$ cat src/common/gbe_cpu_pkg.sv
package gbe_cpu_pkg;

  // cpu address windows, byte addresses
  localparam logic [31:0] REGS_BASE   = 32'h0000_0000;
  localparam logic [31:0] ARP_BASE    = 32'h0000_1000;
  localparam logic [31:0] TX_BUF_BASE = 32'h0000_4000;
  localparam logic [31:0] RX_BUF_BASE = 32'h0000_8000;

  localparam logic [31:0] REGS_HIGH   = 32'h0000_0FFF;
  localparam logic [31:0] ARP_HIGH    = 32'h0000_3FFF;
  localparam logic [31:0] TX_BUF_HIGH = 32'h0000_7FFF;
  localparam logic [31:0] RX_BUF_HIGH = 32'h0000_BFFF;

  localparam int ARP_ADDR_W = 8;
  localparam int BUF_ADDR_W = 9;
  localparam int MAC_W      = 48;
  localparam int SIZE_W     = 12;

  // identity values reported to software
  localparam logic [7:0]  CORE_TYPE     = 8'd1;
  localparam logic [7:0]  CORE_REVISION = 8'd1;
  localparam logic [15:0] TX_BUF_BYTES  = 16'd2048;
  localparam logic [15:0] RX_BUF_BYTES  = 16'd2048;
  localparam logic [15:0] TX_WORD_BYTES = 16'd8;
  localparam logic [15:0] RX_WORD_BYTES = 16'd4;
  localparam logic [31:0] ARP_ENTRIES   = 32'd256;
  localparam logic        CPU_TX_EN     = 1'b1;
  localparam logic        CPU_RX_EN     = 1'b1;

  // network settings after reset
  localparam logic [47:0] MAC_DEFAULT     = 48'h0200_0a0b_0c0d;
  localparam logic [31:0] IP_DEFAULT      = 32'hc0a8_0a0a;
  localparam logic [15:0] PORT_DEFAULT    = 16'd10000;
  localparam logic [7:0]  GATEWAY_DEFAULT = 8'd1;
  localparam logic        ENABLE_DEFAULT  = 1'b0;
  localparam logic        PROMISC_DEFAULT = 1'b0;

  typedef enum logic [2:0] {
    REGION_NONE,
    REGION_REGS,
    REGION_ARP,
    REGION_TX,
    REGION_RX
  } region_e;

  // register word index, address bits 9:2
  typedef enum logic [7:0] {
    REG_CORE_TYPE     = 8'd0,
    REG_BUFFER_SIZE   = 8'd1,
    REG_WORD_LENGTH   = 8'd2,
    REG_LOCAL_MAC_1   = 8'd3,
    REG_LOCAL_MAC_0   = 8'd4,
    REG_LOCAL_IP      = 8'd5,
    REG_LOCAL_GATEWAY = 8'd6,
    REG_BUFFER_OCC    = 8'd9,
    REG_LOCAL_ENABLE  = 8'd10,
    REG_LOCAL_PORT    = 8'd11,
    REG_ARP_SIZE      = 8'd16
  } reg_idx_e;

endpackage
$ cat src/common/cpu_bus_if.sv
`timescale 1ns/1ps
interface cpu_bus_if;
  import gbe_cpu_pkg::*;

  // request accepted this cycle
  logic        req;
  // second cycle of an arp/tx write
  logic        wait_wr;
  logic        we;
  logic [3:0]  sel;
  region_e     region;
  // address relative to the window base
  logic [15:0] offset;
  logic [31:0] wdata;

  modport ctrl (
    output req, wait_wr, we, sel, region, offset, wdata
  );

  modport target (
    input req, wait_wr, we, sel, region, offset, wdata
  );

endinterface

$ cat src/verilog/gbe_cpu_attach.sv
`timescale 1ns/1ps
module gbe_cpu_attach (
  input  logic                               cpu_clk,
  input  logic                               cpu_rst,
  // wishbone slave
  input  logic                               wb_cyc_i,
  input  logic                               wb_stb_i,
  input  logic                               wb_we_i,
  input  logic [31:0]                        wb_adr_i,
  input  logic [31:0]                        wb_dat_i,
  input  logic [3:0]                         wb_sel_i,
  output logic [31:0]                        wb_dat_o,
  output logic                               wb_ack_o,
  // network settings
  output logic [gbe_cpu_pkg::MAC_W-1:0]      local_mac_o,
  output logic [31:0]                        local_ip_o,
  output logic [7:0]                         local_gateway_o,
  output logic [15:0]                        local_port_o,
  output logic                               local_enable_o,
  output logic                               cpu_promiscuous_o,
  // arp cache
  output logic [gbe_cpu_pkg::ARP_ADDR_W-1:0] arp_cache_addr_o,
  input  logic [gbe_cpu_pkg::MAC_W-1:0]      arp_cache_rd_data_i,
  output logic [gbe_cpu_pkg::MAC_W-1:0]      arp_cache_wr_data_o,
  output logic                               arp_cache_wr_en_o,
  // tx buffer
  output logic [gbe_cpu_pkg::BUF_ADDR_W-1:0] tx_buf_addr_o,
  input  logic [31:0]                        tx_buf_rd_data_i,
  output logic [31:0]                        tx_buf_wr_data_o,
  output logic                               tx_buf_wr_en_o,
  // rx buffer
  output logic [gbe_cpu_pkg::BUF_ADDR_W-1:0] rx_buf_addr_o,
  input  logic [31:0]                        rx_buf_rd_data_i,
  // packet handshakes
  output logic [gbe_cpu_pkg::SIZE_W-1:0]     tx_size_o,
  output logic                               tx_ready_o,
  input  logic                               tx_done_i,
  input  logic [gbe_cpu_pkg::SIZE_W-1:0]     rx_size_i,
  input  logic                               rx_ready_i,
  output logic                               rx_ack_o
);

  logic [31:0] reg_rdata;
  logic [31:0] mem_rdata;

  cpu_bus_if i_cpu_bus ();

  cpu_bus_ctrl i_cpu_bus_ctrl (
    .cpu_clk     (cpu_clk),
    .cpu_rst     (cpu_rst),
    .wb_cyc_i    (wb_cyc_i),
    .wb_stb_i    (wb_stb_i),
    .wb_we_i     (wb_we_i),
    .wb_adr_i    (wb_adr_i),
    .wb_dat_i    (wb_dat_i),
    .wb_sel_i    (wb_sel_i),
    .wb_dat_o    (wb_dat_o),
    .wb_ack_o    (wb_ack_o),
    .bus         (i_cpu_bus.ctrl),
    .reg_rdata_i (reg_rdata),
    .mem_rdata_i (mem_rdata)
  );

  cpu_reg_file i_cpu_reg_file (
    .cpu_clk           (cpu_clk),
    .cpu_rst           (cpu_rst),
    .bus               (i_cpu_bus.target),
    .reg_rdata_o       (reg_rdata),
    .local_mac_o       (local_mac_o),
    .local_ip_o        (local_ip_o),
    .local_gateway_o   (local_gateway_o),
    .local_port_o      (local_port_o),
    .local_enable_o    (local_enable_o),
    .cpu_promiscuous_o (cpu_promiscuous_o),
    .tx_done_i         (tx_done_i),
    .tx_size_o         (tx_size_o),
    .tx_ready_o        (tx_ready_o),
    .rx_size_i         (rx_size_i),
    .rx_ready_i        (rx_ready_i),
    .rx_ack_o          (rx_ack_o)
  );

  mem_rmw_port i_mem_rmw_port (
    .cpu_clk             (cpu_clk),
    .cpu_rst             (cpu_rst),
    .bus                 (i_cpu_bus.target),
    .mem_rdata_o         (mem_rdata),
    .arp_cache_addr_o    (arp_cache_addr_o),
    .arp_cache_rd_data_i (arp_cache_rd_data_i),
    .arp_cache_wr_data_o (arp_cache_wr_data_o),
    .arp_cache_wr_en_o   (arp_cache_wr_en_o),
    .tx_buf_addr_o       (tx_buf_addr_o),
    .tx_buf_rd_data_i    (tx_buf_rd_data_i),
    .tx_buf_wr_data_o    (tx_buf_wr_data_o),
    .tx_buf_wr_en_o      (tx_buf_wr_en_o),
    .rx_buf_addr_o       (rx_buf_addr_o),
    .rx_buf_rd_data_i    (rx_buf_rd_data_i)
  );

endmodule

$ cat src/buffers/mem_rmw_port.sv
`timescale 1ns/1ps
module mem_rmw_port (
  input  logic                               cpu_clk,
  input  logic                               cpu_rst,
  cpu_bus_if.target                          bus,
  output logic [31:0]                        mem_rdata_o,
  output logic [gbe_cpu_pkg::ARP_ADDR_W-1:0] arp_cache_addr_o,
  input  logic [gbe_cpu_pkg::MAC_W-1:0]      arp_cache_rd_data_i,
  output logic [gbe_cpu_pkg::MAC_W-1:0]      arp_cache_wr_data_o,
  output logic                               arp_cache_wr_en_o,
  output logic [gbe_cpu_pkg::BUF_ADDR_W-1:0] tx_buf_addr_o,
  input  logic [31:0]                        tx_buf_rd_data_i,
  output logic [31:0]                        tx_buf_wr_data_o,
  output logic                               tx_buf_wr_en_o,
  output logic [gbe_cpu_pkg::BUF_ADDR_W-1:0] rx_buf_addr_o,
  input  logic [31:0]                        rx_buf_rd_data_i
);
  import gbe_cpu_pkg::*;

  logic [MAC_W-1:0] arp_new;
  logic [5:0]       arp_be;
  logic [MAC_W-1:0] arp_merged;
  logic [MAC_W-1:0] tx_merged;
  logic [MAC_W-1:0] wr_data_q;

  function automatic logic [MAC_W-1:0] merge_bytes(input logic [MAC_W-1:0] old_word,
                                                   input logic [MAC_W-1:0] new_word,
                                                   input logic [5:0]       be);
    logic [MAC_W-1:0] res;
    res = old_word;
    for (int b = 0; b < 6; b++) begin
      if (be[b])
        res[8*b +: 8] = new_word[8*b +: 8];
    end
    return res;
  endfunction

  // arp entries are two words apart: bit 2 set is the low word
  assign arp_cache_addr_o = bus.offset[10:3];
  assign tx_buf_addr_o    = bus.offset[10:2];
  assign rx_buf_addr_o    = bus.offset[10:2];

  assign arp_new    = bus.offset[2] ? {16'd0, bus.wdata} : {bus.wdata[15:0], 32'd0};
  assign arp_be     = bus.offset[2] ? {2'b00, bus.sel} : {bus.sel[1:0], 4'b0000};
  assign arp_merged = merge_bytes(arp_cache_rd_data_i, arp_new, arp_be);
  assign tx_merged  = merge_bytes({16'd0, tx_buf_rd_data_i}, {16'd0, bus.wdata},
                                  {2'b00, bus.sel});

  always_ff @(posedge cpu_clk) begin
    if (cpu_rst) begin
      arp_cache_wr_en_o <= 1'b0;
      tx_buf_wr_en_o    <= 1'b0;
    end else begin
      arp_cache_wr_en_o <= bus.wait_wr && bus.region == REGION_ARP;
      tx_buf_wr_en_o    <= bus.wait_wr && bus.region == REGION_TX;
    end
  end

  // read data arrives during the wait cycle
  always_ff @(posedge cpu_clk) begin
    if (bus.wait_wr)
      wr_data_q <= (bus.region == REGION_ARP) ? arp_merged : tx_merged;
  end

  assign arp_cache_wr_data_o = wr_data_q;
  assign tx_buf_wr_data_o    = wr_data_q[31:0];

  always_comb begin
    case (bus.region)
      REGION_ARP: mem_rdata_o = bus.offset[2] ? arp_cache_rd_data_i[31:0]
                                              : {16'd0, arp_cache_rd_data_i[47:32]};
      REGION_TX:  mem_rdata_o = tx_buf_rd_data_i;
      REGION_RX:  mem_rdata_o = rx_buf_rd_data_i;
      default:    mem_rdata_o = 32'd0;
    endcase
  end

  // each write lands while the master still holds its own window
  // so the two enables are never high together
  assert property (@(posedge cpu_clk) disable iff (cpu_rst)
    arp_cache_wr_en_o |-> bus.region == REGION_ARP);
  assert property (@(posedge cpu_clk) disable iff (cpu_rst)
    tx_buf_wr_en_o |-> bus.region == REGION_TX);

endmodule

$ cat src/regs/cpu_reg_file.sv
`timescale 1ns/1ps
module cpu_reg_file (
  input  logic                           cpu_clk,
  input  logic                           cpu_rst,
  cpu_bus_if.target                      bus,
  output logic [31:0]                    reg_rdata_o,
  output logic [gbe_cpu_pkg::MAC_W-1:0]  local_mac_o,
  output logic [31:0]                    local_ip_o,
  output logic [7:0]                     local_gateway_o,
  output logic [15:0]                    local_port_o,
  output logic                           local_enable_o,
  output logic                           cpu_promiscuous_o,
  input  logic                           tx_done_i,
  output logic [gbe_cpu_pkg::SIZE_W-1:0] tx_size_o,
  output logic                           tx_ready_o,
  input  logic [gbe_cpu_pkg::SIZE_W-1:0] rx_size_i,
  input  logic                           rx_ready_i,
  output logic                           rx_ack_o
);
  import gbe_cpu_pkg::*;

  logic        reg_req;
  logic        reg_wr;
  reg_idx_e    req_idx;
  reg_idx_e    idx_q;
  logic [31:0] occ_word;

  assign reg_req = bus.req && bus.region == REGION_REGS;
  assign reg_wr  = reg_req && bus.we;
  assign req_idx = reg_idx_e'(bus.offset[9:2]);

  always_ff @(posedge cpu_clk) begin
    if (cpu_rst) begin
      idx_q             <= REG_CORE_TYPE;
      local_mac_o       <= MAC_DEFAULT;
      local_ip_o        <= IP_DEFAULT;
      local_gateway_o   <= GATEWAY_DEFAULT;
      local_port_o      <= PORT_DEFAULT;
      local_enable_o    <= ENABLE_DEFAULT;
      cpu_promiscuous_o <= PROMISC_DEFAULT;
    end else begin
      // read data source for the following ack cycle
      if (reg_req) begin
        idx_q <= req_idx;
      end
      if (reg_wr) begin
        case (req_idx)
          REG_LOCAL_MAC_1: begin
            for (int b = 0; b < 2; b++) begin
              if (bus.sel[b])
                local_mac_o[32+8*b +: 8] <= bus.wdata[8*b +: 8];
            end
          end
          REG_LOCAL_MAC_0: begin
            for (int b = 0; b < 4; b++) begin
              if (bus.sel[b])
                local_mac_o[8*b +: 8] <= bus.wdata[8*b +: 8];
            end
          end
          REG_LOCAL_IP: begin
            for (int b = 0; b < 4; b++) begin
              if (bus.sel[b])
                local_ip_o[8*b +: 8] <= bus.wdata[8*b +: 8];
            end
          end
          REG_LOCAL_GATEWAY: begin
            if (bus.sel[0])
              local_gateway_o <= bus.wdata[7:0];
          end
          REG_LOCAL_ENABLE: begin
            if (bus.sel[0])
              local_enable_o <= bus.wdata[0];
            if (bus.sel[1])
              cpu_promiscuous_o <= bus.wdata[8];
          end
          REG_LOCAL_PORT: begin
            for (int b = 0; b < 2; b++) begin
              if (bus.sel[b])
                local_port_o[8*b +: 8] <= bus.wdata[8*b +: 8];
            end
          end
          default: begin
          end
        endcase
      end
    end
  end

  always_comb begin
    case (idx_q)
      // rx enable shares bit 8 with the revision field
      REG_CORE_TYPE: reg_rdata_o = {15'd0, CPU_TX_EN,
                                    CORE_REVISION | {7'd0, CPU_RX_EN}, CORE_TYPE};
      REG_BUFFER_SIZE:   reg_rdata_o = {TX_BUF_BYTES, RX_BUF_BYTES};
      REG_WORD_LENGTH:   reg_rdata_o = {TX_WORD_BYTES, RX_WORD_BYTES};
      REG_LOCAL_MAC_1:   reg_rdata_o = {16'd0, local_mac_o[47:32]};
      REG_LOCAL_MAC_0:   reg_rdata_o = local_mac_o[31:0];
      REG_LOCAL_IP:      reg_rdata_o = local_ip_o;
      REG_LOCAL_GATEWAY: reg_rdata_o = {24'd0, local_gateway_o};
      REG_BUFFER_OCC:    reg_rdata_o = occ_word;
      REG_LOCAL_ENABLE:  reg_rdata_o = {23'd0, cpu_promiscuous_o, 7'd0, local_enable_o};
      REG_LOCAL_PORT:    reg_rdata_o = {16'd0, local_port_o};
      REG_ARP_SIZE:      reg_rdata_o = ARP_ENTRIES;
      default:           reg_rdata_o = 32'd0;
    endcase
  end

  buf_occ_ctrl i_buf_occ_ctrl (
    .cpu_clk    (cpu_clk),
    .cpu_rst    (cpu_rst),
    .bus        (bus),
    .occ_word_o (occ_word),
    .tx_done_i  (tx_done_i),
    .tx_size_o  (tx_size_o),
    .tx_ready_o (tx_ready_o),
    .rx_size_i  (rx_size_i),
    .rx_ready_i (rx_ready_i),
    .rx_ack_o   (rx_ack_o)
  );

endmodule

$ cat src/regs/buf_occ_ctrl.sv
`timescale 1ns/1ps
module buf_occ_ctrl (
  input  logic                           cpu_clk,
  input  logic                           cpu_rst,
  cpu_bus_if.target                      bus,
  output logic [31:0]                    occ_word_o,
  input  logic                           tx_done_i,
  output logic [gbe_cpu_pkg::SIZE_W-1:0] tx_size_o,
  output logic                           tx_ready_o,
  input  logic [gbe_cpu_pkg::SIZE_W-1:0] rx_size_i,
  input  logic                           rx_ready_i,
  output logic                           rx_ack_o
);
  import gbe_cpu_pkg::*;

  logic              occ_wr;
  logic [SIZE_W-1:0] rx_size_q;

  assign occ_wr = bus.req && bus.we && bus.region == REGION_REGS &&
                  bus.offset[9:2] == REG_BUFFER_OCC;

  always_ff @(posedge cpu_clk) begin
    if (cpu_rst) begin
      tx_size_o  <= '0;
      tx_ready_o <= 1'b0;
      rx_size_q  <= '0;
      rx_ack_o   <= 1'b0;
    end else begin
      // transmitter has taken the frame
      if (tx_done_i) begin
        tx_size_o  <= '0;
        tx_ready_o <= 1'b0;
      end
      // cpu side empty, ask for the next received frame
      if (rx_size_q == '0 && rx_ready_i)
        rx_ack_o <= 1'b1;
      if (rx_ready_i && rx_ack_o) begin
        rx_size_q <= rx_size_i + 1'b1;
        rx_ack_o  <= 1'b0;
      end
      // cpu writes win over the handshakes
      if (occ_wr) begin
        if (bus.sel[0])
          rx_size_q[7:0] <= bus.wdata[7:0];
        if (bus.sel[1])
          rx_size_q[11:8] <= bus.wdata[11:8];
        if (bus.sel[2]) begin
          tx_size_o[7:0] <= bus.wdata[23:16];
          tx_ready_o     <= 1'b1;
        end
        if (bus.sel[3])
          tx_size_o[11:8] <= bus.wdata[27:24];
      end
    end
  end

  assign occ_word_o = {4'd0, tx_size_o, 4'd0, rx_size_q};

  // accepted frame loads its size and drops ack in the same step
  assert property (@(posedge cpu_clk) disable iff (cpu_rst)
    rx_ready_i && rx_ack_o && !(occ_wr && bus.sel[1:0] != 2'b00)
    |=> !rx_ack_o && rx_size_q == $past(rx_size_i) + 12'd1);

endmodule

$ cat src/verilog/cpu_bus_ctrl.sv
`timescale 1ns/1ps
module cpu_bus_ctrl (
  input  logic        cpu_clk,
  input  logic        cpu_rst,
  input  logic        wb_cyc_i,
  input  logic        wb_stb_i,
  input  logic        wb_we_i,
  input  logic [31:0] wb_adr_i,
  input  logic [31:0] wb_dat_i,
  input  logic [3:0]  wb_sel_i,
  output logic [31:0] wb_dat_o,
  output logic        wb_ack_o,
  cpu_bus_if.ctrl     bus,
  input  logic [31:0] reg_rdata_i,
  input  logic [31:0] mem_rdata_i
);
  import gbe_cpu_pkg::*;

  region_e     region;
  region_e     src_q;
  logic [31:0] base;
  logic [31:0] rel_addr;
  logic        req;
  logic        mem_wr;
  logic        ack_q;
  logic        wait_q;

  // window decode
  always_comb begin
    region = REGION_NONE;
    base   = REGS_BASE;
    if (wb_adr_i >= REGS_BASE && wb_adr_i <= REGS_HIGH) begin
      region = REGION_REGS;
    end else if (wb_adr_i >= ARP_BASE && wb_adr_i <= ARP_HIGH) begin
      region = REGION_ARP;
      base   = ARP_BASE;
    end else if (wb_adr_i >= TX_BUF_BASE && wb_adr_i <= TX_BUF_HIGH) begin
      region = REGION_TX;
      base   = TX_BUF_BASE;
    end else if (wb_adr_i >= RX_BUF_BASE && wb_adr_i <= RX_BUF_HIGH) begin
      region = REGION_RX;
      base   = RX_BUF_BASE;
    end
  end

  assign rel_addr = wb_adr_i - base;

  // master holds the cycle until ack, so nothing new during wait or ack
  assign req    = wb_cyc_i && wb_stb_i && !ack_q && !wait_q;
  assign mem_wr = wb_we_i && (region == REGION_ARP || region == REGION_TX);

  assign bus.req     = req;
  assign bus.wait_wr = wait_q;
  assign bus.we      = wb_we_i;
  assign bus.sel     = wb_sel_i;
  assign bus.region  = region;
  assign bus.offset  = rel_addr[15:0];
  assign bus.wdata   = wb_dat_i;

  always_ff @(posedge cpu_clk) begin
    if (cpu_rst) begin
      ack_q  <= 1'b0;
      wait_q <= 1'b0;
      src_q  <= REGION_NONE;
    end else begin
      // arp/tx writes take one extra cycle for the read-modify-write
      ack_q  <= (req && !mem_wr) || wait_q;
      wait_q <= req && mem_wr;
      if (req) begin
        src_q <= region;
      end
    end
  end

  assign wb_ack_o = ack_q;

  always_comb begin
    case (src_q)
      REGION_REGS: wb_dat_o = reg_rdata_i;
      REGION_ARP, REGION_TX, REGION_RX: wb_dat_o = mem_rdata_i;
      default: wb_dat_o = 32'd0;
    endcase
  end

  // ack is a single pulse per transaction
  assert property (@(posedge cpu_clk) disable iff (cpu_rst) wb_ack_o |=> !wb_ack_o);

  // wait cycle only inside an arp/tx write that the master still holds
  assert property (@(posedge cpu_clk) disable iff (cpu_rst)
    bus.wait_wr |-> mem_wr && $stable(wb_adr_i));

endmodule

$ cat config.mk
export PLATFORM = sky130hd
export DESIGN_NAME = gbe_cpu_attach
export DESIGN_NICKNAME = d
export VERILOG_FILES = /design/src/common/gbe_cpu_pkg.sv /design/src/common/cpu_bus_if.sv /design/src/verilog/gbe_cpu_attach.sv /design/src/buffers/mem_rmw_port.sv /design/src/regs/cpu_reg_file.sv /design/src/regs/buf_occ_ctrl.sv /design/src/verilog/cpu_bus_ctrl.sv
export SDC_FILE = /design/constraint.sdc
export NUM_CORES = 1
export LEC_CHECK = 0
export CAP_MARGIN = 20
export CORE_AREA = 2 2 179 181
export CTS_BUF_LIST = sky130_fd_sc_hd__clkbuf_8 sky130_fd_sc_hd__clkbuf_16
export DETAILED_ROUTE_END_ITERATION = 7
export DIE_AREA = 0 0 181 183
export DONT_BUFFER_PORTS = 1
export RECOVER_POWER = 50
export SLEW_MARGIN = 20
export SYNTH_ARGS = -nofsm -noshare
export SYNTH_HDL_FRONTEND = slang
export SYNTH_SLANG_ARGS = --single-unit
$ cat constraint.sdc
create_clock -name cpu_clk -period 2.7 [get_ports cpu_clk]
set_clock_uncertainty 0.2 [all_clocks]
set_input_delay 0.27 -clock cpu_clk [delete_from_list [all_inputs] [get_ports cpu_clk]]
set_output_delay 0.27 -clock cpu_clk [all_outputs]
set_load 0.01 [all_outputs]
* After elaboration in Yosys (flattened, before gate mapping) *
Index checks and enable logic that the tools add are counted.

storage, ports and cells
  input bits = 199
  word-level logic and storage cells = 140
  register bits after elaboration = 195
  output and inout port bits = 261

cells by class
  muxes and demuxes = 35
  add/sub/neg operators = 2
  reductions and logical operators = 43
  magnitude comparators = 8
  equality and inequality tests = 25

operators with widths
  kind                                                              number
  case mux 32 bit (11 select lines)                                 1
  2-to-1 mux 8 bit                                                  12
  case mux 32 bit (3 select lines)                                  1
  2-to-1 mux 32 bit                                                 2
  case mux 32 bit (2 select lines)                                  1
  equality test 8 x 3 -> 1 bit, second input constant               6
  equality test 8 x 4 -> 1 bit, second input constant               6
  2-to-1 mux 12 bit                                                 4
  2-to-1 mux 48 bit                                                 1
  AND reduction 3 bit                                               15
  2-to-1 mux 11 bit                                                 3
  >= comparator 32 x 1 -> 1 bit, second input constant              1
  >= comparator 32 x 13 -> 1 bit, second input constant             1
  >= comparator 32 x 15 -> 1 bit, second input constant             1
  >= comparator 32 x 16 -> 1 bit, second input constant             1
  less-or-equal comparator 32 x 12 -> 1 bit, second input constant  1
  less-or-equal comparator 32 x 14 -> 1 bit, second input constant  1
  less-or-equal comparator 32 x 15 -> 1 bit, second input constant  1
  less-or-equal comparator 32 x 16 -> 1 bit, second input constant  1
  equality test 8 x 2 -> 1 bit, second input constant               3
  logical AND 1 bit                                                 19
  adder 12 x 1 -> 12 bit, second input constant                     1
  equality test 3 x 2 -> 1 bit, second input constant               4
  logical NOT 12 bit                                                1
  other kinds (14)                                                  25

* Depth between registers and ports, before layout *
Gate-level depths: netlist of the first run.

  depth in word-level cells = 12
  depth in mapped cells = 8
  mapped depth without buffers = 6

* Cells and area by module *
Synthesis of the first run repeated with hierarchy kept, for this count alone.

second synthesis, totals
  cell total of the unflattened synthesis = 1,330
  area total of the unflattened synthesis = 11,970.2 µm²

by module, submodules not included
  module        instances  sequential area each (µm²)  cells each  area each (µm²)
  cpu_reg_file  1          2,282.2                     615         5,527.8
  mem_rmw_port  1          1,481.4                     366         3,673.5
  buf_occ_ctrl  1          520.5                       210         1,679.1
  cpu_bus_ctrl  1          100.1                       139         1,089.8

* Worst setup path after synthesis of the first run *
No wires, ideal clock.

  path kind = reg2reg
  from = reg i_cpu_bus_ctrl.wait_q, in the netlist i_cpu_bus_ctrl.bus.wait_wr
  to = reg i_cpu_reg_file.local_mac_o[1] (netlist bit)
  data required time = 2.372 ns
  data arrival time = 2.643 ns
  setup time = 0.128 ns
  cell stages (with the launch flop) = 8
  buffers on the path = 2
  period minus slack after synthesis = 2.970 ns
  setup slack = -0.270 ns
  path through = dfxtp_1 nor4bb_1 buf_2 nand3_1 nor4_1 buf_2 mux2i_1 nor2_1

between the ends
  longest elaborated chain between the ends = 5

RTL lines
  item                                  line                RTL
  start, declared                       cpu_bus_ctrl.sv:26  logic wait_q;
  start signal, assigned                cpu_bus_ctrl.sv:68  wait_q <= req && mem_wr;
  logical NOT 1 bit                     cpu_bus_ctrl.sv:49  assign req = wb_cyc_i && wb_stb_i && !ack_q && !wait_q;
  logical AND 1 bit                     cpu_bus_ctrl.sv:49
  logical AND 1 bit                     cpu_reg_file.sv:28  assign reg_req = bus.req && bus.region == REGION_REGS;
  logical AND 1 bit                     cpu_reg_file.sv:29  assign reg_wr = reg_req && bus.we;
  AND reduction 3 bit (no source line)  n/a
  end signal, assigned by index         cpu_reg_file.sv:51  local_mac_o[32+8*b +: 8] <= bus.wdata[8*b +: 8];
  end signal, assigned by index         cpu_reg_file.sv:57  local_mac_o[8*b +: 8] <= bus.wdata[8*b +: 8];
  end, declared                         cpu_reg_file.sv:7   output logic [gbe_cpu_pkg::MAC_W-1:0] local_mac_o,

No other way between the ends.
A chain may end at the register's enable or synchronous reset.

* Final worst setup path of the first run *
  from = reg i_cpu_reg_file.idx_q[7]
  to = out wb_dat_o[5]

between the ends
  longest elaborated chain between the ends = 3
  elaborated cells between the ends (all ways) = 13
  classes of those cells = 10 x eq/ne; 2 x mux; 1 x reduce/logical

RTL lines
  item                                                  line                  RTL
  start, declared                                       cpu_reg_file.sv:25    reg_idx_e idx_q;
  start signal, assigned                                cpu_reg_file.sv:44    idx_q <= req_idx;
  equality test 8 x 5 -> 1 bit (tied with other cells)  cpu_reg_file.sv:90    case (idx_q)
  case mux 32 bit (11 select lines) (*)                 cpu_reg_file.sv:90
  case mux 32 bit (2 select lines) (*)                  cpu_bus_ctrl.sv:78    case (src_q)
  end, declared                                         gbe_cpu_attach.sv:12  output logic [31:0] wb_dat_o,

Every way passes the cells marked *; elsewhere a longest branch is shown, timed or not.

==> results of run 1 <==
## final timing paths
check / start / end / slack [ns]
setup reg to reg: i_cpu_bus_ctrl.wb_ack_o / i_cpu_reg_file.local_ip_o[24] / 0.05
setup / recovery: i_cpu_reg_file.idx_q[7] / wb_dat_o[5] / -0.27
hold reg to reg: i_cpu_reg_file.i_buf_occ_ctrl.tx_ready_o / i_cpu_reg_file.i_buf_occ_ctrl.tx_ready_o / 0.34
hold / removal: rx_size_i[10] / i_cpu_reg_file.i_buf_occ_ctrl.rx_size_q[10] / 0.02
## power breakdown
group / total, mW / internal, mW / leakage [nW] / switching [mW]
Combinational: 0.696 / 0.343 / 3.52 / 0.354
Clock: 2.59 / 1.33 / 0.292 / 1.26
Sequential: 3.04 / 3.01 / 1.66 / 0.0308
Total: 6.33 / 4.68 / 5.47 / 1.65
## cell usage in the layout, fill, tap and decap left out, types with 14 or more instances in the layout
cell type                       Yosys  routed
sky130_fd_sc_hd__a22oi_1           19      19
sky130_fd_sc_hd__buf_12             0      14
sky130_fd_sc_hd__o22ai_2            0      14
sky130_fd_sc_hd__o22a_1            16      16
sky130_fd_sc_hd__edfxtp_1          48      48
sky130_fd_sc_hd__buf_6              1      14
sky130_fd_sc_hd__nand2_1           58      58
sky130_fd_sc_hd__dfxtp_1          147     142
sky130_fd_sc_hd__clkbuf_16          0      17
sky130_fd_sc_hd__nand3_1           19      18
sky130_fd_sc_hd__mux2i_1          137     136
sky130_fd_sc_hd__a211o_1           15      15
sky130_fd_sc_hd__dlygate4sd3_1      0     212
sky130_fd_sc_hd__o22ai_1           63      49
sky130_fd_sc_hd__a222oi_1          16      16
sky130_fd_sc_hd__buf_4             70     116
sky130_fd_sc_hd__nor2b_1           17      15
sky130_fd_sc_hd__a21oi_1           73      55
sky130_fd_sc_hd__nor3_1           121     116
sky130_fd_sc_hd__nor2_1           144     140
## cell families after synthesis
group                    share of synthesized area (%)
AND/OR/NAND/NOR                                  21.77
XOR/XNOR                                        0.5492
buffers and inverters                            8.922
AO/OA/AOI/OAI                                    16.89
adder cells (fa/ha/maj)                         0.1121
multiplexers                                     12.49
flip-flops                                       39.27
## worst reg2reg max path, delay by kind of cell, from the launching register on
family	cells	cell delay (ns)
buffers and inverters	3	0.95
and+or+nand+nor	4	0.81
DFF	1	0.37
muxes	1	0.21
## final cells by class
type | count | share of cell area [%]
well taps | 402 | 3.267
diodes | 2 | 0.03251
clock buffers | 18 | 2.853
inverters | 7 | 0.1707
repair buffers | 358 | 22.54
flip-flops and latches | 195 | 28.55
multi-input cells | 875 | 41.67
clock inverters | 14 | 0.9184
## sequential cells by signal, indices dropped and copies added (netlist names), 8 cells and up
name	cells
i_cpu_reg_file.local_mac_o	48
i_cpu_reg_file.i_buf_occ_ctrl.rx_size_q	12
i_cpu_reg_file.local_gateway_o	8
i_mem_rmw_port.arp_cache_wr_data_o	48
i_cpu_reg_file.idx_q	8
i_cpu_reg_file.i_buf_occ_ctrl.tx_size_o	12
i_cpu_reg_file.local_port_o	16
i_cpu_reg_file.local_ip_o	32
## layer usage
layer | wire length [um] | vias up
li1 | - | 5031
met1 | 21180 | 5731
met2 | 23670 | 845
met3 | 6353 | 169
met4 | 2464 | 2
met5 | 12 | -
## repair_timing
action | CTS | global route
resized for setup | 67 | 53
endpoints found under the hold margin | 195 | 1
buffers inserted | 12 | 14
endpoints found under the setup margin | 32 | 55
hold buffers | 212 | 1
pin swaps | 9 | 28
cloned | 1 | 1
==> run summary, run 1 <==
WORST HOLD PATH
-------------------------------------------------------------------------------
Hold path cells                                                               4
Type of the most critical hold path                                input port to flip-flop

TIMING
-------------------------------------------------------------------------------
Number of slew-limit violations in the final report                           0
Unrepaired setup endpoints after global routing                             yes
Final setup margin                                                   -0.2728 ns
Number of hold violations in the final report                                 0
Count of final setup violators                                               36
Final cycle utilization of the critical path                             110.1%
Slew @ Worst Pin                                                      0.7739 ns
Fin Hold WS                                                          0.02317 ns
Period minus WS final                                                  2.973 ns
Worst relative slew slack                                                48.41%
Max Clk Rate                                                          336.4 MHz
Setup Total Neg Slack                                                 -5.077 ns

FINISH
-------------------------------------------------------------------------------
Multi-input logic area                                             0.006415 mm^2
Post-route cell area                                               0.01539 mm^2
Net count reported at finish                                              1,654
Number of fill cells                                                      2,826
Combined flip-flop and latch cell area                             0.004395 mm^2
Non-Filler Instances                                                      1,871
Fraction of layout instances using a drive strength above 1              19.90%
Layout-stage area growth over the synthesis result                       37.91%
Core utilization of the finished layout                                  49.29%

CTS
-------------------------------------------------------------------------------
Buffers from clock root to sink, at most                                      2
Clock tree from TritonCTS                                                  done
Sink count of the clock tree                                                195
CTS H-Tree Depth                                                              4
Root Driver                                                        sky130_fd_sc_hd__clkbuf_16
Clock insertion delay at the later pin of the skew report               0.44 ns
CTS clk-pin slew, worst paths                                           0.08 ns
TritonCTS buffer count                                                       17

DRT
-------------------------------------------------------------------------------
Wire length per cell                                                   28.69 um
Total vias in the final route                                            11,780
First-pass iteration count of the detailed router                             8
Total wire length after detailed routing                              53,690 um
Number of DRC markers after the initial detailed-route iteration          1,237
Final antenna-violating net count                                             0
Remaining routing DRC violations                                              8
Vias per cell                                                             6.295

SYNTHESIS
-------------------------------------------------------------------------------
Synthesized area per cell                                            8.874 um^2
Library cell with the highest instance count after synthesis       sky130_fd_sc_hd__dfxtp_1
Number of synthesized flops with an enable pin                               48
Seq/Total Area, Yosys                                                    39.27%
Yosys warns                                                                   0
Share of Yosys cell area claimed by the top area cell type               26.36%
Syn Nets                                                                  1,458
Post-Syn Area                                                      0.01116 mm^2
Most common flop cell mapped by yosys                              sky130_fd_sc_hd__dfxtp_1
Largest cells by area after synthesis                              sky130_fd_sc_hd__dfxtp_1, sky130_fd_sc_hd__edfxtp_1, sky130_fd_sc_hd__mux2i_1
Cells after Synth                                                         1,258
Distinct cells, synth                                                        68
Synth Register Bits                                                         195
Most numerous cell types in the synthesized netlist                sky130_fd_sc_hd__dfxtp_1, sky130_fd_sc_hd__nor2_1, sky130_fd_sc_hd__mux2i_1, sky130_fd_sc_hd__nor3_1, sky130_fd_sc_hd__clkbuf_1
Post-synth ARST share                                                        0%
Cell type with the largest total area after synthesis              sky130_fd_sc_hd__dfxtp_1

FLOORPLANNING
-------------------------------------------------------------------------------
DIE AREA                                                           0.03312 mm^2
Area inside the core boundary                                      0.03123 mm^2
Num rows                                                                     65
Starting Density                                                         35.75%
Number of top-level pins                                                    460
Die boundary height                                                      183 um
Horizontal die dimension                                                 181 um

PLACE
-------------------------------------------------------------------------------
Routability congestion estimate                                          0.9286
Placed instance count                                                     1,599
Quantity of I/O buffers inserted on ports                                     0
Placed instance area                                               0.01181 mm^2
Detail Placement HPWL                                                 35,180 um
Worst setup slack after placement                                    -0.2271 ns

GRT
-------------------------------------------------------------------------------
Global-route wire length before repair                                76,210 um
Via count of the first global-routing pass                               11,280
Largest net degree at the start of global routing                           123
Gr busiest metal                                                           met2
Routing usage on met1                                                    38.52%
Global-route met3 utilization                                            11.97%
Total gr overflow                                                             0
Initial antenna violation count                                               5
Global routing usage on met2                                             48.11%
Global-route usage over all layers                                       30.97%

SETUP PATH
-------------------------------------------------------------------------------
Worst stage delay on the critical path                                  0.58 ns
Arr. time, crit path                                                    2.50 ns
Cells along the critical path                                      or4_4 -> or3_4 -> buf_4 -> o2bb2ai_4 -> a21oi_4 -> o22ai_2 -> buf_4
Number of buffers and inverters on the critical path                          2
Crit-path most repeated cell                                       sky130_fd_sc_hd__buf_4
Crit path max fanout                                                          6
Worst setup SP type                                                   flip-flop
Worst Reg2Reg Path Length in Cells                                            8
CP Depth                                                                      7
Largest delay share family, worst path                             simple AND/OR/NAND/NOR gates
Setup crit end kind                                                 output port
Cell with the largest stage delay on the worst path                sky130_fd_sc_hd__or4_4
Required time of the worst setup path                                   2.23 ns
CP Class                                                           flip-flop to output port

POWER
-------------------------------------------------------------------------------
Post-layout total power                                                6.328 mW
Pwr dens                                                           411.1 mW/mm^2
Max VDD drop                                                        0.0003712 V
Leak Pwr                                                               5.472 nW

OUTCOME
-------------------------------------------------------------------------------
Failing checks                                                     DRC, setup timing
Result of the run                                                  complete, but fails checks

RUN
-------------------------------------------------------------------------------
Reported max-cap violation count                                              0

(Power assumes the default switching activity.)
==> run 2: changes to the inputs <==
--- a/config.mk
+++ b/config.mk
@@ -5,6 +5,7 @@
 export SDC_FILE = /design/constraint.sdc
 export NUM_CORES = 1
 export LEC_CHECK = 0
+export ABC_AREA = 1
 export CAP_MARGIN = 20
 export CORE_AREA = 2 2 179 181
 export CTS_BUF_LIST = sky130_fd_sc_hd__clkbuf_8 sky130_fd_sc_hd__clkbuf_16
==> run 2 against run 1 <==
The flow now finishes without violations. Global-route usage rose by 1.2 points. Design area fell by 7.7%. Non-clock buffer count fell by 158. Utilization fell by 3.8 points. First-iteration DRC count fell by 22%. Final cell count rose by 23%. Clock-buffer cell count fell by 1. Clock power rose by 2%. Register-to-register slack improved by 0.08 ns. Critical path depth rose by 1. Worst setup slack improved by 0.33 ns. Wire length rose by 2.7%.
==> run summary, run 2 <==
OUTCOME
-------------------------------------------------------------------------------
Result of the run                                                     completed

SYNTHESIS
-------------------------------------------------------------------------------
Syn Nets                                                                  2,028   +39%
Share of Yosys cell area claimed by the top area cell type               24.70%   -1.7 points
Synth Area in Compound Gates                                             11.37%   -5.5 points
Seq/Total Area, Yosys                                                    36.80%   -2.5 points
Most common flop cell mapped by yosys                              sky130_fd_sc_hd__dfxtp_1
Post-Syn Area                                                      0.01192 mm^2   +6.7%
Simple logic cell fraction of the synthesized area                       36.64%   +15 points
Post-synth ARST share                                                        0%   unchanged
Distinct cells, synth                                                        38   -44%
Mux share of post-synthesis cell area                                    2.415%   -10 points
Library cell with the highest instance count after synthesis       sky130_fd_sc_hd__nand2_1
Number of synthesized flops with an enable pin                               48   unchanged
Adder and majority gate portion of the synthesized area                 0.1050%   -0.0071 points
Cell type with the largest total area after synthesis              sky130_fd_sc_hd__dfxtp_1
Synth Register Bits                                                         195   unchanged
Post-synthesis share of cell area spent on xor and xnor gates           0.2205%   -0.33 points
Synthesized area per cell                                            6.518 um^2   -27%
Yosys warns                                                                   0   unchanged
Most numerous cell types in the synthesized netlist                sky130_fd_sc_hd__nand2_1, sky130_fd_sc_hd__nand3_1, sky130_fd_sc_hd__nor2_1, sky130_fd_sc_hd__dfxtp_1, sky130_fd_sc_hd__inv_1
Cells after Synth                                                         1,828   +45%
Largest cells by area after synthesis                              sky130_fd_sc_hd__dfxtp_1, sky130_fd_sc_hd__nand2_1, sky130_fd_sc_hd__edfxtp_1
Largest family of logic cells by synthesized area                  simple AND/OR/NAND/NOR gates

TIMING
-------------------------------------------------------------------------------
Setup Total Neg Slack                                                      0 ns   +5.077 ns
Slew @ Worst Pin                                                       1.319 ns   +0.5446 ns
Max Clk Rate                                                          379.0 MHz   +13%
Count of final setup violators                                                0   -100%
Worst relative slew slack                                                12.10%   -36 points
Unrepaired setup endpoints after global routing                             yes
Fin Hold WS                                                         0.007153 ns   -0.01602 ns
Number of hold violations in the final report                                 0   unchanged
Number of slew-limit violations in the final report                           0   unchanged
Final cycle utilization of the critical path                             97.73%   -12 points
Period minus WS final                                                  2.639 ns   -0.3341 ns

FLOORPLANNING
-------------------------------------------------------------------------------
Num rows                                                                     65   unchanged
Horizontal die dimension                                                 181 um   unchanged
DIE AREA                                                           0.03312 mm^2   unchanged
Number of top-level pins                                                    460   unchanged
Die boundary height                                                      183 um   unchanged
Area inside the core boundary                                      0.03123 mm^2   unchanged
Starting Density                                                         38.15%   +2.4 points

CTS
-------------------------------------------------------------------------------
Clock insertion delay at the later pin of the skew report               0.45 ns   about the same
Clock tree from TritonCTS                                                  done
Buffers from clock root to sink, at most                                      2   unchanged
Sink count of the clock tree                                                195   unchanged
CTS H-Tree Depth                                                              4   unchanged
TritonCTS buffer count                                                       17   unchanged
Root Driver                                                        sky130_fd_sc_hd__clkbuf_16
CTS clk-pin slew, worst paths                                           0.08 ns   about the same

POWER
-------------------------------------------------------------------------------
Leak Pwr                                                               5.964 nW   +9.0%
Max VDD drop                                                        0.0003902 V   +5.1%
Pwr dens                                                           451.3 mW/mm^2   +9.8%

SETUP PATH
-------------------------------------------------------------------------------
Worst Reg2Reg Path Length in Cells                                            9   +1
Arr. time, crit path                                                    2.17 ns   -0.33 ns
Worst reg-to-reg setup slack                                            0.13 ns   +0.08 ns
Critical R2R Launch                                                i_cpu_reg_file.i_buf_occ_ctrl.rx_ack_o
Setup crit end kind                                                 output port
Required time of the worst setup path                                   2.23 ns   about the same
Crit Reg-Reg Endpoint                                              i_cpu_reg_file.i_buf_occ_ctrl.rx_size_q[0]
CP Class                                                           input port to output port
Worst setup SP type                                                  input port
Crit path max fanout                                                         11   +5

GRT
-------------------------------------------------------------------------------
Total gr overflow                                                             0   unchanged
Via count of the first global-routing pass                               12,270   +8.8%
Largest net degree at the start of global routing                           100   -19%
Global-route wire length before repair                                79,960 um   +4.9%
Global-route usage over all layers                                       32.16%   +1.2 points
Initial antenna violation count                                               2   -3

WORST HOLD PATH
-------------------------------------------------------------------------------
Type of the most critical hold path                                input port to flip-flop
Source of the worst hold timing path                                wb_adr_i[5]
Hold path cells                                                               4   unchanged
Hold-critical path endpoint                                        i_cpu_reg_file.i_buf_occ_ctrl.tx_ready_o

DRT
-------------------------------------------------------------------------------
Final antenna-violating net count                                             0   unchanged
First-pass iteration count of the detailed router                             5   -3
Remaining routing DRC violations                                              0   -8
Number of DRC markers after the initial detailed-route iteration            964   -22%
Total wire length after detailed routing                              55,140 um   +2.7%
Wire length per cell                                                   23.99 um   -16%
Vias per cell                                                             5.623   -11%
Total vias in the final route                                            12,930   +9.8%

FINISH
-------------------------------------------------------------------------------
Net count reported at finish                                              2,082   +26%
Commonest non-fill, non-tap cell in the layout                     sky130_fd_sc_hd__nand2_1
Commonest cells after routing, fill and taps aside                 sky130_fd_sc_hd__nand2_1, sky130_fd_sc_hd__nand3_1, sky130_fd_sc_hd__nor2_1
Multi-input logic area                                             0.006187 mm^2   -3.5%
Combined flip-flop and latch cell area                             0.004388 mm^2   -0.17%
Fraction of layout instances using a drive strength above 1              9.129%   -11 points
Number of fill cells                                                      3,279   +16%
Post-route cell area                                               0.01421 mm^2   -7.7%
Layout-stage area growth over the synthesis result                       19.24%

PLACE
-------------------------------------------------------------------------------
Routability congestion estimate                                          0.9317   +0.33%
Placed instance area                                               0.01197 mm^2   +1.4%
Detail Placement HPWL                                                 40,030 um   +14%
Quantity of I/O buffers inserted on ports                                     0   unchanged

RUN
-------------------------------------------------------------------------------
Reported max-cap violation count                                              0   unchanged

## run 2: worst max-delay path: stages
cell	delay (ns)
sky130_fd_sc_hd__dlygate4sd3_1	0.57
sky130_fd_sc_hd__nand4_1	0.28
sky130_fd_sc_hd__clkinvlp_4	0.39
sky130_fd_sc_hd__buf_12	0.26
sky130_fd_sc_hd__nand2_1	0.06
sky130_fd_sc_hd__nand3_1	0.10
sky130_fd_sc_hd__nand2_1	0.07
sky130_fd_sc_hd__nand2_1	0.14
## run 2: cell families (layout without fill, tap and decap cells)
family,Yosys count,after routing
muxes,28,28
xor gates and xnor gates,3,3
and+or+nand+nor,1045,1045
AOI/OAI and AO/OA,247,247
DFF,195,195
other,0,2
adders and majority gates,1,1
buffers and inverters,309,376
## run 2: repair_timing
action                                  4_1_cts  5_1_grt
endpoints found under the setup margin       27       34
gates resized for setup                       9       64
hold buffers                                135        0
buffers inserted                              1        3
pin swaps                                     2       24
gates cloned                                  0        4
endpoints found under the hold margin       191        0
## run 2: power breakdown
part	internal, mW	total, mW	leakage [nW]	switching, mW
logic	0.297	0.733	4.01	0.436
registers	3.01	3.03	1.66	0.0206
clock network	1.32	2.65	0.288	1.33
## run 2: routing by layer
| metal | GRT usage [%] | share of wire, % | up-vias |
|---|---|---|---|
| met5 | 0 | 0 | - |
| met4 | 11.51 | 3.4 | 0 |
| met3 | 9.531 | 10 | 112 |
| met2 | 49.71 | 44 | 698 |
| met1 | 42.73 | 42 | 6096 |
| li1 | - | - | 6022 |
## run 2: stage by stage
stage                     utilization [%]  total power [mW]  instances  setup WS [ns]
after CTS                           44.70             6.425       2290       0.002772
final                               45.49             6.411       2299        0.06127
after floorplan                         -             3.501       1828        0.02834
after global placement              38.33             3.520       2122         0.2923
after global routing                45.49             6.607       2299       -0.03827
after detailed placement            38.33             3.525       2122         0.2731
## run 2: final cells by class
type	instances	share of cell area (%)
multi-input cells	1324	43.55
well taps	402	3.540
inverters	144	3.849
diodes	2	0.03523
repair buffers	200	14.00
clock buffers	17	2.994
flip-flops and latches	195	30.89
clock inverters	15	1.145
## run 2: worst max path at each step
stage          slack [ns]                                 to                        from  depth (start not counted)
5_1_grt             -0.04                       wb_dat_o[13]     i_cpu_reg_file.idx_q[6]                         11
3_3_place_gp         0.29                       wb_dat_o[27]                wb_adr_i[23]                         10
4_1_cts             0.003                        wb_dat_o[8]     i_cpu_reg_file.idx_q[5]                         13
3_5_place_dp         0.27                       wb_dat_o[11]                wb_adr_i[23]                          9
2_1_floorplan        0.03  i_cpu_reg_file.local_gateway_o[5]  i_cpu_bus_ctrl.bus.wait_wr                          8
6_report             0.06                       wb_dat_o[16]                wb_adr_i[15]                          8
